**config.mk**
```make
export PLATFORM = sky130hd
export DESIGN_NAME = uart_alu_top
export DESIGN_NICKNAME = d
export VERILOG_FILES = /design/src/alu_pkg.sv /design/src/uart_pkg.sv /design/src/alu_core.sv /design/src/result_sender.sv /design/src/uart_alu_top.sv /design/src/operand_sequencer.sv /design/src/uart_rx.sv
export VERILOG_INCLUDE_DIRS = /design/src /design/src/src
export SDC_FILE = /design/constraint.sdc
export NUM_CORES = 1
export LEC_CHECK = 0
export BUFFER_PORTS_ARGS = -buffer_cell sky130_fd_sc_hd__buf_2
export CAP_MARGIN = 10
export CORE_ASPECT_RATIO = 0.6
export CORE_MARGIN = 3
export CORE_UTILIZATION = 57
export DETAILED_ROUTE_END_ITERATION = 7
export GPL_TIMING_DRIVEN = 0
export PLACE_DENSITY_LB_ADDON = 0.3
export SYNTH_ARGS = -nofsm -noshare
export SYNTH_HDL_FRONTEND = slang
export SYNTH_SLANG_ARGS = --single-unit
```
**constraint.sdc**
```tcl
create_clock -name clk -period 6.1 [get_ports clk]
set_input_delay 0.305 -clock clk [delete_from_list [all_inputs] [get_ports clk]]
set_output_delay 0.305 -clock clk [all_outputs]
set_load 0.005 [all_outputs]
```
**src/uart_alu_consts.svh**
```systemverilog
`ifndef UART_ALU_CONSTS_SVH
`define UART_ALU_CONSTS_SVH

// Serial bit timing in clock cycles
`define CLKS_PER_BIT 16
`define HALF_BIT 8

// 8N1 frame layout
`define DATA_BITS 8
`define FRAME_BITS 10

// Message sizes in bytes
`define CMD_BYTES 5
`define RESULT_BYTES 3

`endif
```
**src/alu_pkg.sv**
```systemverilog
package alu_pkg;

    typedef logic [15:0] operand_t;
    typedef logic [15:0] result_t;

    // Bit 0 zero, bit 1 carry/borrow, bit 2 negative, bit 3 invalid command
    typedef logic [7:0] flags_t;

    typedef enum logic [7:0] {
        CMD_ADD = 8'h01,
        CMD_SUB = 8'h02,
        CMD_AND = 8'h03,
        CMD_OR  = 8'h04,
        CMD_XOR = 8'h05,
        CMD_SHL = 8'h06,
        CMD_SHR = 8'h07
    } alu_cmd_t;

    // One state per received byte, then the hand-off to the ALU
    typedef enum logic [2:0] {
        SEQ_A_LO, SEQ_A_HI, SEQ_B_LO, SEQ_B_HI, SEQ_CMD, SEQ_ISSUE
    } seq_state_t;

endpackage

```
**src/uart_pkg.sv**
```systemverilog
`include "uart_alu_consts.svh"

package uart_pkg;

    // One data byte on the serial line
    typedef logic [7:0] byte_t;

    // Clock ticks within one bit period
    typedef logic [$clog2(`CLKS_PER_BIT)-1:0] tick_cnt_t;

    // Data bit position within a frame
    typedef logic [$clog2(`DATA_BITS)-1:0] bit_idx_t;

    typedef enum logic [1:0] {RX_IDLE, RX_START, RX_DATA, RX_STOP} rx_state_t;

    typedef enum logic [1:0] {TX_IDLE, TX_START, TX_DATA, TX_STOP} tx_state_t;

endpackage

```
**src/alu_core.sv**
```systemverilog
`timescale 1ns/10ps

// Four-phase req/ack operand hand-off from the sequencer
interface operand_if;
    logic              req;
    logic              ack;
    alu_pkg::operand_t op_a;
    alu_pkg::operand_t op_b;
    alu_pkg::alu_cmd_t cmd;

    modport source (output req, output op_a, output op_b, output cmd, input ack);
    modport sink (input req, input op_a, input op_b, input cmd, output ack);
endinterface

module alu_core (
    input  logic      clk,
    input  logic      reset,
    operand_if.sink   opr,
    result_if.source  res
);
    import alu_pkg::*;

    logic [16:0] wide;
    result_t     alu_result;
    flags_t      alu_flags;
    logic        invalid;
    logic        accept;

    // 17 bits so the add carry and the subtract borrow land in bit 16
    always_comb begin
        wide    = '0;
        invalid = 1'b0;
        case (opr.cmd)
            CMD_ADD: wide = {1'b0, opr.op_a} + {1'b0, opr.op_b};
            CMD_SUB: wide = {1'b0, opr.op_a} - {1'b0, opr.op_b};
            CMD_AND: wide = {1'b0, opr.op_a & opr.op_b};
            CMD_OR:  wide = {1'b0, opr.op_a | opr.op_b};
            CMD_XOR: wide = {1'b0, opr.op_a ^ opr.op_b};
            CMD_SHL: wide = {1'b0, opr.op_a << opr.op_b[3:0]};
            CMD_SHR: wide = {1'b0, opr.op_a >> opr.op_b[3:0]};
            default: invalid = 1'b1;
        endcase
    end

    assign alu_result = wide[15:0];
    assign alu_flags  = {4'b0000, invalid, alu_result[15], wide[16],
                         (alu_result == '0) && !invalid};

    // New work only while the result path is completely idle
    assign accept = opr.req && !opr.ack && !res.req && !res.ack;

    always_ff @(posedge clk) begin
        if (reset) begin
            opr.ack <= 1'b0;
            res.req <= 1'b0;
        end else begin
            if (accept) begin
                opr.ack <= 1'b1;
            end else if (opr.ack && !opr.req) begin
                opr.ack <= 1'b0;
            end

            if (accept) begin
                res.req <= 1'b1;
            end else if (res.req && res.ack) begin
                res.req <= 1'b0;
            end
        end
    end

    always_ff @(posedge clk) begin
        if (accept) begin
            res.result <= alu_result;
            res.flags  <= alu_flags;
        end
    end

    a_ack_needs_req: assert property (@(posedge clk) disable iff (reset)
        $rose(opr.ack) |-> opr.req);

endmodule

```
**src/result_sender.sv**
```systemverilog
`timescale 1ns/10ps
`include "uart_alu_consts.svh"

// Result hand-off to the transmitter, same four-phase rule as operand_if
interface result_if;
    logic             req;
    logic             ack;
    alu_pkg::result_t result;
    alu_pkg::flags_t  flags;

    modport source (output req, output result, output flags, input ack);
    modport sink (input req, input result, input flags, output ack);
endinterface

module result_sender (
    input  logic    clk,
    input  logic    reset,
    result_if.sink  res,
    output logic    tx
);
    import uart_pkg::*;
    import alu_pkg::*;

    tx_state_t  state;
    tick_cnt_t  tick;
    bit_idx_t   bit_idx;
    logic [1:0] byte_idx;
    result_t    held_result;
    flags_t     held_flags;
    byte_t      cur_byte;
    logic       tx_bit;
    logic       bit_done;
    logic       accept;

    assign accept   = (state == TX_IDLE) && res.req && !res.ack;
    assign bit_done = (tick == tick_cnt_t'(`CLKS_PER_BIT - 1));

    // Byte order on the line is low, high, flags
    always_comb begin
        case (byte_idx)
            2'd0:    cur_byte = held_result[7:0];
            2'd1:    cur_byte = held_result[15:8];
            default: cur_byte = held_flags;
        endcase
    end

    always_comb begin
        case (state)
            TX_START: tx_bit = 1'b0;
            TX_DATA:  tx_bit = cur_byte[bit_idx];
            default:  tx_bit = 1'b1;
        endcase
    end

    always_ff @(posedge clk) begin
        if (reset) begin
            state    <= TX_IDLE;
            tick     <= '0;
            bit_idx  <= '0;
            byte_idx <= '0;
            res.ack  <= 1'b0;
            tx       <= 1'b1;
        end else begin
            tx <= tx_bit;

            if (accept) begin
                res.ack <= 1'b1;
            end else if (res.ack && !res.req) begin
                res.ack <= 1'b0;
            end

            case (state)
                TX_IDLE: begin
                    if (accept) begin
                        tick     <= '0;
                        byte_idx <= '0;
                        state    <= TX_START;
                    end
                end
                TX_START: begin
                    if (bit_done) begin
                        tick    <= '0;
                        bit_idx <= '0;
                        state   <= TX_DATA;
                    end else begin
                        tick <= tick + 1'b1;
                    end
                end
                TX_DATA: begin
                    if (bit_done) begin
                        tick    <= '0;
                        bit_idx <= bit_idx + 1'b1;
                        if (bit_idx == bit_idx_t'(`DATA_BITS - 1)) begin
                            state <= TX_STOP;
                        end
                    end else begin
                        tick <= tick + 1'b1;
                    end
                end
                TX_STOP: begin
                    if (bit_done) begin
                        tick <= '0;
                        // Next frame starts straight after this stop bit
                        if (byte_idx == 2'(`RESULT_BYTES - 1)) begin
                            state <= TX_IDLE;
                        end else begin
                            byte_idx <= byte_idx + 1'b1;
                            state    <= TX_START;
                        end
                    end else begin
                        tick <= tick + 1'b1;
                    end
                end
                default: state <= TX_IDLE;
            endcase
        end
    end

    always_ff @(posedge clk) begin
        if (accept) begin
            held_result <= res.result;
            held_flags  <= res.flags;
        end
    end

endmodule

```
**src/uart_alu_top.sv**
```systemverilog
`timescale 1ns/10ps

module uart_alu_top (
    input  logic clk,
    input  logic reset,
    input  logic rx,
    output logic tx,
    output logic frame_error
);
    import uart_pkg::*;

    logic  rx_valid;
    byte_t rx_data;

    operand_if opr_bus ();
    result_if  res_bus ();

    uart_rx i_uart_rx (
        .clk         (clk),
        .reset       (reset),
        .rx          (rx),
        .rx_valid    (rx_valid),
        .rx_data     (rx_data),
        .frame_error (frame_error)
    );

    operand_sequencer i_operand_sequencer (
        .clk      (clk),
        .reset    (reset),
        .rx_valid (rx_valid),
        .rx_data  (rx_data),
        .opr      (opr_bus.source)
    );

    alu_core i_alu_core (
        .clk   (clk),
        .reset (reset),
        .opr   (opr_bus.sink),
        .res   (res_bus.source)
    );

    result_sender i_result_sender (
        .clk   (clk),
        .reset (reset),
        .res   (res_bus.sink),
        .tx    (tx)
    );

endmodule

```
**src/operand_sequencer.sv**
```systemverilog
`timescale 1ns/10ps
`include "uart_alu_consts.svh"

module operand_sequencer (
    input  logic            clk,
    input  logic            reset,
    input  logic            rx_valid,
    input  uart_pkg::byte_t rx_data,
    operand_if.source       opr
);
    import alu_pkg::*;

    seq_state_t state;
    operand_t   stage_a;
    operand_t   stage_b;
    alu_cmd_t   stage_cmd;
    logic       last_byte;
    logic       hs_idle;
    logic       load_op;

    assign last_byte = (int'(state) == `CMD_BYTES - 1);
    assign hs_idle   = !opr.req && !opr.ack;

    // Issue on the command byte itself, or later from SEQ_ISSUE once free
    assign load_op = hs_idle && ((last_byte && rx_valid) || state == SEQ_ISSUE);

    ////////////////////////////////////////////////////////////////////////////
    // Byte counter and request
    ////////////////////////////////////////////////////////////////////////////

    always_ff @(posedge clk) begin
        if (reset) begin
            state   <= SEQ_A_LO;
            opr.req <= 1'b0;
        end else begin
            if (load_op) begin
                opr.req <= 1'b1;
            end else if (opr.req && opr.ack) begin
                opr.req <= 1'b0;
            end

            case (state)
                SEQ_ISSUE: begin
                    // Count is full, bytes arriving now are dropped
                    if (hs_idle) begin
                        state <= SEQ_A_LO;
                    end
                end
                default: begin
                    if (rx_valid) begin
                        if (!last_byte) begin
                            state <= seq_state_t'(state + 1'b1);
                        end else if (hs_idle) begin
                            state <= SEQ_A_LO;
                        end else begin
                            state <= SEQ_ISSUE;
                        end
                    end
                end
            endcase
        end
    end

    ////////////////////////////////////////////////////////////////////////////
    // Operand assembly
    ////////////////////////////////////////////////////////////////////////////

    always_ff @(posedge clk) begin
        if (rx_valid) begin
            case (state)
                SEQ_A_LO: stage_a[7:0]  <= rx_data;
                SEQ_A_HI: stage_a[15:8] <= rx_data;
                SEQ_B_LO: stage_b[7:0]  <= rx_data;
                SEQ_B_HI: stage_b[15:8] <= rx_data;
                SEQ_CMD:  stage_cmd     <= alu_cmd_t'(rx_data);
                default: ;
            endcase
        end
    end

    // Bus data only moves while req and ack are both low
    always_ff @(posedge clk) begin
        if (load_op) begin
            opr.op_a <= stage_a;
            opr.op_b <= stage_b;
            opr.cmd  <= (state == SEQ_ISSUE) ? stage_cmd : alu_cmd_t'(rx_data);
        end
    end

    a_data_stable: assert property (@(posedge clk) disable iff (reset)
        (opr.req && !opr.ack) |=>
            ($stable(opr.op_a) && $stable(opr.op_b) && $stable(opr.cmd)));

endmodule

```
**src/uart_rx.sv**
```systemverilog
`timescale 1ns/10ps
`include "uart_alu_consts.svh"

module uart_rx (
    input  logic            clk,
    input  logic            reset,
    input  logic            rx,
    output logic            rx_valid,
    output uart_pkg::byte_t rx_data,
    output logic            frame_error
);
    import uart_pkg::*;

    rx_state_t state;
    tick_cnt_t tick;
    bit_idx_t  bit_idx;
    logic      rx_meta;
    logic      rx_sync;
    logic      rx_prev;
    logic      start_edge;
    logic      bit_done;

    assign start_edge = rx_prev && !rx_sync;
    assign bit_done   = (tick == tick_cnt_t'(`CLKS_PER_BIT - 1));

    // Two-stage synchronizer plus one stage for edge detection
    always_ff @(posedge clk) begin
        if (reset) begin
            rx_meta <= 1'b1;
            rx_sync <= 1'b1;
            rx_prev <= 1'b1;
        end else begin
            rx_meta <= rx;
            rx_sync <= rx_meta;
            rx_prev <= rx_sync;
        end
    end

    always_ff @(posedge clk) begin
        if (reset) begin
            state       <= RX_IDLE;
            tick        <= '0;
            bit_idx     <= '0;
            rx_valid    <= 1'b0;
            frame_error <= 1'b0;
        end else begin
            rx_valid    <= 1'b0;
            frame_error <= 1'b0;
            case (state)
                RX_IDLE: begin
                    tick <= '0;
                    if (start_edge) begin
                        state <= RX_START;
                    end
                end
                RX_START: begin
                    if (tick == tick_cnt_t'(`HALF_BIT - 1)) begin
                        // Glitch if the line is high again at mid start bit
                        tick    <= '0;
                        bit_idx <= '0;
                        state   <= rx_sync ? RX_IDLE : RX_DATA;
                    end else begin
                        tick <= tick + 1'b1;
                    end
                end
                RX_DATA: begin
                    if (bit_done) begin
                        tick    <= '0;
                        bit_idx <= bit_idx + 1'b1;
                        if (bit_idx == bit_idx_t'(`DATA_BITS - 1)) begin
                            state <= RX_STOP;
                        end
                    end else begin
                        tick <= tick + 1'b1;
                    end
                end
                RX_STOP: begin
                    if (bit_done) begin
                        tick        <= '0;
                        state       <= RX_IDLE;
                        rx_valid    <= rx_sync;
                        frame_error <= !rx_sync;
                    end else begin
                        tick <= tick + 1'b1;
                    end
                end
                default: state <= RX_IDLE;
            endcase
        end
    end

    // LSB first, so shift in from the top
    always_ff @(posedge clk) begin
        if (state == RX_DATA && bit_done) begin
            rx_data <= {rx_sync, rx_data[7:1]};
        end
    end

    a_valid_xor_error: assert property (@(posedge clk) disable iff (reset)
        !(rx_valid && frame_error));

endmodule

```
# After elaboration in Yosys (flattened, before gate mapping)
# Cells that the tools add are included.
[classes]
order_cmp = 1
n_bitwise = 5
add_sub_neg = 8
n_reduce_logical = 49
n_eq_ne = 38
n_mux = 50
shifts = 2
[ops]
columns = ["op", "count"]
rows = [
  ["17-bit case mux with 7 select lines", 1],
  ["8-bit by 3-bit == test with 1-bit output, second input constant", 4],
  ["2-bit two-way mux", 14],
  ["3-bit two-way mux", 9],
  ["2-bit by 1-bit != test with 1-bit output, second input constant", 11],
  ["16-bit by 16-bit adder with 17-bit output", 1],
  ["16-bit by 16-bit subtractor with 17-bit output", 1],
  ["16-bit bitwise AND", 1],
  ["8-bit by 2-bit == test with 1-bit output, second input constant", 2],
  ["16-bit zero test", 1],
  ["4-bit two-way mux", 4],
  ["16-bit bitwise OR", 1],
  ["2-bit case mux with 4 select lines", 2],
  ["8-bit case mux with 2 select lines", 1],
  ["2-bit nonzero test", 8],
  ["16-bit by 4-bit left shift with 16-bit output", 1],
  ["16-bit by 4-bit >> shifter with 16-bit output", 1],
  ["16-bit bitwise XOR", 1],
  ["3-bit == test, second input constant", 5],
  ["1-bit logical AND", 15],
  ["3-bit case mux with 2 select lines", 2],
  ["4-bit case mux with 3 select lines", 1],
  ["2-bit AND reduction", 6],
  ["1-bit two-way mux", 11],
  ["other kinds (28)", 49],
]
[totals]
inputBits = 3
reg_bits = 161
output_inout_bits = 2

# Longest topological paths before layout
# Gate-level depths: netlist (run 1).
[logic_depth]
ltp_word = 6
ltp_mapped = 19
mapped_depth_nobuf = 16

# By module
# Synthesis (run 1) repeated with hierarchy kept, for this count alone.
[hier_totals]
cells_unflattened = 892
hier_area_um2 = 9867.0
[by_module_without_submodules]
columns = ["mod", "instances", "seq_area_each_um2", "area_per_inst_um2", "cells_each"]
rows = [
  ["alu_core", 1, 610.6, 4461.8, 553],
  ["operand_sequencer", 1, 2482.4, 2846.5, 130],
  ["result_sender", 1, 980.9, 1716.6, 145],
  ["uart_rx", 1, 520.5, 842.1, 64],
]

# Worst setup path before layout (run 1)
# No wires, ideal clock.
[synth_path]
kind = "register to register"
start = "reg i_operand_sequencer.opr.cmd[5]"
end = "reg i_alu_core.res.flags[0], data pin"
setup_ns = 0.134
path_slack_ns = 1.591
synth_period_minus_slack_ns = 4.509
required_ns = 5.966
path_buffers = 2
path_stages_with_launch = 17
arrival_time_ns = 4.375
cell_sequence = "edfxtp_1 > nor4_2 > buf_2 > nand2_1 > nor4b_2 > clkbuf_1 > mux2i_1 > fa_1 > a211oi_1 > o211ai_1 > a31oi_1 > o21ai_1 > and3_1 > o21ai_1 > nor3_1 > or3_1 > and4bb_1"
[synth_via]
elab_chain_len = 4
elab_cells_between_ends = 11
cone_classes = "eq/ne (7); mux (1); reduce/logical (3)"
[synth_lines]
columns = ["item", "line", "text"]
rows = [
  ["start, declared", "alu_core.sv:11", "modport source (output req, output op_a, output op_b, output cmd, input ack);"],
  ["start signal, assigned", "operand_sequencer.sv:86", "opr.cmd <= (state == SEQ_ISSUE) ? stage_cmd : alu_cmd_t'(rx_data);"],
  ["8-bit by 3-bit == test with 1-bit output (tied with other cells)", "alu_core.sv:33", "case (opr.cmd)"],
  ["17-bit case mux with 7 select lines *", "alu_core.sv:33", ""],
  ["via i_alu_core.wide[14]", "alu_core.sv:23", "logic [16:0] wide;"],
  ["16-bit zero test *", "alu_core.sv:47", "(alu_result == '0) && !invalid};"],
  ["1-bit logical AND *", "alu_core.sv:47", ""],
  ["via i_alu_core.alu_flags[0]", "alu_core.sv:25", "flags_t alu_flags;"],
  ["end signal, assigned", "alu_core.sv:74", "res.flags <= alu_flags;"],
  ["end, declared", "result_sender.sv:11", "modport source (output req, output result, output flags, input ack);"],
]
# Mark *: on every way through the listed nets, which the timed path passes. The rest lies on a longest branch.
# A chain may end at the register's enable or synchronous reset.

# Final worst setup path (run 1)
[layout_path]
start = "reg i_operand_sequencer.opr.cmd[5]"
end = "reg i_alu_core.res.flags[0], data pin"
[layout_via]
elab_chain_len = 4
elab_cells_between_ends = 11
cone_classes = "eq/ne (7); mux (1); reduce/logical (3)"
[layout_lines]
columns = ["item", "line"]
rows = [
  ["8-bit by 3-bit == test with 1-bit output (tied with other cells)", "alu_core.sv:33"],
  ["17-bit case mux with 7 select lines *", "alu_core.sv:33"],
  ["via i_alu_core.alu_flags[2]", "alu_core.sv:25"],
  ["16-bit zero test *", "alu_core.sv:47"],
  ["1-bit logical AND *", "alu_core.sv:47"],
  ["via i_alu_core.alu_flags[0]", "alu_core.sv:25"],
]
# Marks and branches as above.

==> results of run 1 <==
[logic make-up after synthesis]
| logic type | synth area share |
|---|---|
| xor gates and xnor gates | 0.0212 |
| muxes | 0.106 |
| DFF | 0.467 |
| adders and majority gates | 0.0981 |
| buffers and inverters | 0.0430 |
| and+or+nand+nor | 0.140 |
| AOI/OAI and AO/OA | 0.125 |
[registers in the layout, indices dropped and copies added, names as in the netlist, 4 cells and up, named ones only]
register / cells
i_uart_rx.tick: 4
i_operand_sequencer.stage_a: 16
i_operand_sequencer.stage_cmd: 8
i_alu_core.res.result: 15
i_alu_core.res.flags: 4
i_uart_rx.rx_data: 8
i_result_sender.held_result: 15
i_result_sender.tick: 4
i_operand_sequencer.opr.op_a: 16
i_operand_sequencer.stage_b: 16
i_operand_sequencer.opr.cmd: 8
i_operand_sequencer.opr.op_b: 16
i_result_sender.held_flags: 4
[worst reg2reg max path: cells and delay by family, from the launching register on]
kind	cells	cell delay, ns
and+or+nand+nor	7	2.22
AOI/OAI and AO/OA	5	1.44
muxes	1	0.37
buffers and inverters	2	0.78
adders and majority gates	1	0.18
DFF	1	0.37
[metrics by stage]
step	instance area (sq um)	power, W	hold WS (ns)	std cells	setup WS, ns
2_1_floorplan	9510	0.00128	0.381	863	1.59
3_3_place_gp	9810	0.00131	0.392	1089	0.441
3_5_place_dp	9880	0.00131	0.403	1092	0.470
4_1_cts	10500	0.00235	0.0397	1124	0.439
5_1_grt	10500	0.00242	0.0577	1124	0.155
6_report	10500	0.00233	0.0548	1124	0.512
[repair_timing]
action | in CTS | in global routing
endpoints found under the setup margin | 0 | 1
setup buffers | 0 | 0
endpoints found under the hold margin | 0 | 0
resized for setup | 0 | 1
[area by class of cell]
cell class | instances | share of cell area
sequential | 159 | 0.424
multi-input combinational | 607 | 0.448
timing repair buffer | 7 | 0.00597
inverter | 58 | 0.0208
clock buffer | 17 | 0.0406
clock inverter | 15 | 0.0160
tap | 222 | 0.0265
buffer | 39 | 0.0183
[power breakdown]
group / internal (W) / total, W / switching (W)
sequential: 0.00116 / 0.00118 / 0.0000155
clock: 0.000550 / 0.00104 / 0.000488
combinational: 0.0000406 / 0.000116 / 0.0000758
[final timing paths]
check	from	slack, ns	endpoint
worst min-delay path	rx	0.05	i_uart_rx.rx_meta
worst min register to register	i_alu_core.res.result[5]	0.41	i_result_sender.held_result[5]
worst max register to register	i_operand_sequencer.opr.cmd[5]	0.51	i_alu_core.res.flags[0]
worst max-delay path	i_operand_sequencer.opr.cmd[5]	0.51	i_alu_core.res.flags[0]
[Yosys cell counts (8+ instances only)]
library cell / number / area, sq um
mux2i_1: 40 / 400
nand2_1: 53 / 199
a221oi_1: 8 / 70.1
a21oi_1: 43 / 215
dfxtp_1: 33 / 661
mux2_2: 14 / 158
mux4_2: 14 / 315
edfxtp_1: 126 / 3780
inv_1: 55 / 206
o21ai_0: 38 / 190
buf_2: 9 / 45.0
xnor2_1: 18 / 158
a22oi_1: 8 / 60.1
and2_1: 10 / 62.6
or3_1: 8 / 50.1
a31oi_1: 12 / 75.1
a211oi_1: 10 / 75.1
clkbuf_1: 23 / 86.3
nor3_1: 20 / 100
nor2_1: 77 / 289
nor2b_1: 8 / 50.1
nand3_1: 20 / 100
ha_1: 73 / 913
nand2b_1: 9 / 56.3
[metal layers]
layer / vias up / track usage
li1: 3301 / -
met1: 3588 / 0.453
met2: 472 / 0.378
met3: 55 / 0.105
met4: 0 / 0.0815
met5: - / 0
==> out/results.tsv, run 1 <==
metric	value	unit
relSlewSlack	0.442	
ys_warn_count	0	
clkLatencyLatePin	0.43	ns
hold_viol_final	0	
multiInputGateArea	4690	sq um
crit_type	reg -> reg	
drt_wl_total	26400	um
hold_class	in -> reg	
worstPathCellList	nor4_2, buf_2, nand2_1, nor4b_4, clkbuf_1, mux2i_1, ha_1, nor2b_1, o31ai_1, a21oi_1, nor2_1, o311ai_0, a21oi_1, nor4b_1, a211o_1, and4bb_1	
cp-end-kind	flip-flop	
ant_nets	0	
cp.depth	16	
wl_met3	3760	um
ioPinCount	5	
yosysSeqAreaShare	0.467	
n_fill_cell	1222	
power_density	223	nW/um^2
start_kind	flip-flop	
cp_slowest_cell	o311ai_0	
wl_per_cell	23.4	um
drv_cap	0	
post-route-util	0.661	
area_growth	10.1	%
hold_buffers	0	
antennaDiodeCount	0	
met2_length	10000	um
async_reset_ff_frac	0	
clockRootBuffer	clkbuf_16	
max-vdd-ir-drop	305	uV
critPathTopFamily	simple AND/OR/NAND/NOR gates	
h-tree-depth	4	
synth_area	9510	sq um
drive_gt1_frac	0.112	
setup_violations	0	
crit_top_cell	a21oi_1	
grt_max_degree	27	
synth_flop_cell	edfxtp_1	
rows	35	
dieArea	18300	sq um
cts.sinks	159	
firstDrtPassIters	5	
antenna_found_initial	0	
fp.coreArea	15900	sq um
syn_area_per_cell	11.0	sq um
arrival	5.77	ns
wl_met1	12000	um
initial_core_util	0.600	
synth-edff-count	126	
min_path_cells	2	
p_leak	3.96	nW
slowest_delay	0.66	ns
clk_pin_slew_worst_paths	0.07	ns
cts_tree	done	
status	complete, no violations	
drc	0	
synthesis.nets	940	
crit_fanout	10	
ff2ff_path_depth	16	
worst_ep_required_time	6.28	ns
highest_layer	met4	
grt_pass1_vias	6778	
grt_usage	0.292	
cts_buffer_depth	2	
drv_slew	0	
min_period	5.59	ns
nets	966	
grt_pass1_wl	40200	um
num_vias	7416	
fmax	179	MHz
hpwl	19400	um
viasPerCell	6.60	
overflow	0	
io_buffers	4	
cts_made_buffers	17	
rsz0062_at_grt	false	
synth_cell_type_count	79	
die_w	173	um
syn_inst	863	
final_cell_mix	edfxtp_1, nor2_1, ha_1	
layout_commonest_cell	edfxtp_1	
tns	0	ns
crit_buf_inv	2	
tightestPinTransition	0.834	ns
gp_congestion	0.978	
die_y	106	um
seqCellArea	4440	sq um
drtIter0Drc	1181	
ys_ff_latch	159	
period_share	0.916	
skew	0.00867	ns
Note: power is estimated with default switching activity, not from simulation.
==> inputs of run 2 (changes only) <==
--- a/config.mk
+++ b/config.mk
@@ -8,7 +8,7 @@
 export LEC_CHECK = 0
 export BUFFER_PORTS_ARGS = -buffer_cell sky130_fd_sc_hd__buf_2
 export CAP_MARGIN = 10
-export CORE_ASPECT_RATIO = 0.6
+export CORE_ASPECT_RATIO = 1.25
 export CORE_MARGIN = 3
 export CORE_UTILIZATION = 57
 export DETAILED_ROUTE_END_ITERATION = 7
==> run 2 against run 1 <==
Net effect:
- combinational power is 9% lower
- cell count shrank 0.62%
- power rose by 0.52%
- utilization shrank 1.7 points
- fmax is 1.8% higher
- first-iteration DRC count is 43% lower
- setup slack better by 0.097 ns
- cell area about the same
- critical path type unchanged
- largest cell class unchanged
- highest routed layer unchanged
==> out/results.tsv, run 2 (synthesized netlist as in run 1, its figures left out) <==
metric	value	unit
met2_length	11300	um
power_density	224	nW/um^2
n_fill_cell	1266	
nets	966	
viasPerCell	6.33	
firstDrtPassIters	8	
wl_met3	1680	um
cts_made_buffers	17	
cp-end-kind	flip-flop	
drtIter0Drc	673	
worst_ep_required_time	6.39	ns
p_leak	3.95	nW
start_kind	flip-flop	
rsz0062_at_grt	false	
hold_viol_final	0	
slowest_delay	0.65	ns
grt_usage	0.265	
rows	52	
ant_nets	0	
area_growth	10.0	%
hold_buffers	0	
antennaDiodeCount	0	
p_sw_frac	0.213	
sequentialPowerShare	0.502	
p_switching	0.000499	W
num_vias	7071	
ioPinCount	5	
die_w	122	um
highest_layer	met4	
grt_pass1_vias	6832	
antenna_found_initial	0	
tightestPinTransition	0.850	ns
drv_slew	0	
cp_slowest_cell	nor4b_2	
crit_top_cell	o21ai_1	
drive_gt1_frac	0.109	
fmax	182	MHz
final_cell_mix	edfxtp_1, nor2_1, ha_1	
whs	0.0685	ns
clk_pin_slew_worst_paths	0.06	ns
combPwrFrac	0.045	
cts_buffer_depth	2	
io_buffers	4	
p_int	0.00185	W
clkLatencyLatePin	0.42	ns
clockRootBuffer	clkbuf_16	
drc	0	
period_share	0.900	
wl_per_cell	21.4	um
fp.coreArea	16300	sq um
wl_met1	9450	um
cts_setup_buffers	0	
drv_cap	0	
crit_type	reg -> reg	
initial_core_util	0.585	
setup_slack	0.608	ns
hpwl	17800	um
worstPathCellList	nor4_2, buf_2, nand2_1, nor4b_2, clkbuf_2, mux2i_1, fa_1, a211oi_1, o211ai_1, a31oi_1, o21ai_1, and3_1, o21ai_1, nor3_1, or3_1, and4bb_1	
r2r_slack	0.61	ns
ff2ff_path_depth	16	
min_period	5.49	ns
h-tree-depth	4	
hold_class	in -> reg	
status	complete, no violations	
dieArea	18300	sq um
skew	0.00864	ns
min_path_cells	2	
die_y	150	um
setup_violations	0	
grt_pass1_wl	36800	um
overflow	0	
crit_fanout	10	
arrival	5.78	ns
layout_commonest_cell	edfxtp_1	
dp_slack	0.529	ns
cts_tree	done	
cts_resized	0	
grt_max_degree	23	
relSlewSlack	0.431	
max-vdd-ir-drop	375	uV
p_clk_frac	0.453	
cts.sinks	159	
tns	0	ns
gp_congestion	0.972	
drt_wl_total	23900	um
==> run 2: changes by cell type in the layout (fill, tap and decap cells not counted), sizes merged <==
| cell | change |
|---|---|
| clkinvlp | +1 |
| bufinv | +3 |
| clkinv | -2 |
| inv | -4 |
| clkbuf | +1 |
==> run 2: worst max-delay path: cells and delay by family, from the launching register on <==
family	cells	cell delay [ns]
AO/OA/AOI/OAI	5	1.20
adder cells (fa/ha/maj)	1	0.51
buffers and inverters	2	0.73
flip-flops	1	0.39
multiplexers	1	0.19
AND/OR/NAND/NOR	7	2.34
==> run 2: metal layers <==
metal,track usage,vias to the layer above
met2,0.426,302
met1,0.337,3398
met3,0.0489,82
met4,0.153,0
li1,-,3289
met5,0,-
==> run 2: layout make-up <==
type	instances	area [sq um]	share of cell area
inverters	58	218	0.0208
clock buffers	18	429	0.0410
clock inverters	13	163	0.0155
repair buffers	7	70.1	0.00669
plain buffers	39	193	0.0184
multi-input cells	607	4680	0.447
flip-flops and latches	159	4440	0.425
well taps	216	270	0.0258
==> run 2: worst paths after layout <==
check	end	from
worst min-delay path	i_uart_rx.rx_meta	rx
worst max-delay path	i_alu_core.res.flags[0]	i_operand_sequencer.opr.cmd[4]
worst max register to register	i_alu_core.res.flags[0]	i_operand_sequencer.opr.cmd[4]
worst min register to register	i_operand_sequencer.opr.op_a[1]	i_operand_sequencer.stage_a[1]
==> run 2: metrics by stage <==
| stage | utilization | instances | power, W | instance area (sq um) |
|---|---|---|---|---|
| after floorplan | - | 863 | 0.00128 | 9510 |
| after global placement | 0.603 | 1083 | 0.00130 | 9800 |
| after detailed placement | 0.607 | 1086 | 0.00130 | 9880 |
| after CTS | 0.644 | 1117 | 0.00237 | 10500 |
| after global routing | 0.644 | 1117 | 0.00243 | 10500 |
| final | 0.644 | 1117 | 0.00235 | 10500 |
==> run 2: power by group through the flow <==
stage / combinational (W) / clock (W) / sequential [W]
final: 0.000105 / 0.00106 / 0.00118
after global routing: 0.000120 / 0.00113 / 0.00118
after CTS: 0.000105 / 0.00109 / 0.00118
after detailed placement: 0.000104 / 0 / 0.00120
after global placement: 0.000101 / 0 / 0.00120
after floorplan: 0.0000820 / 0 / 0.00120
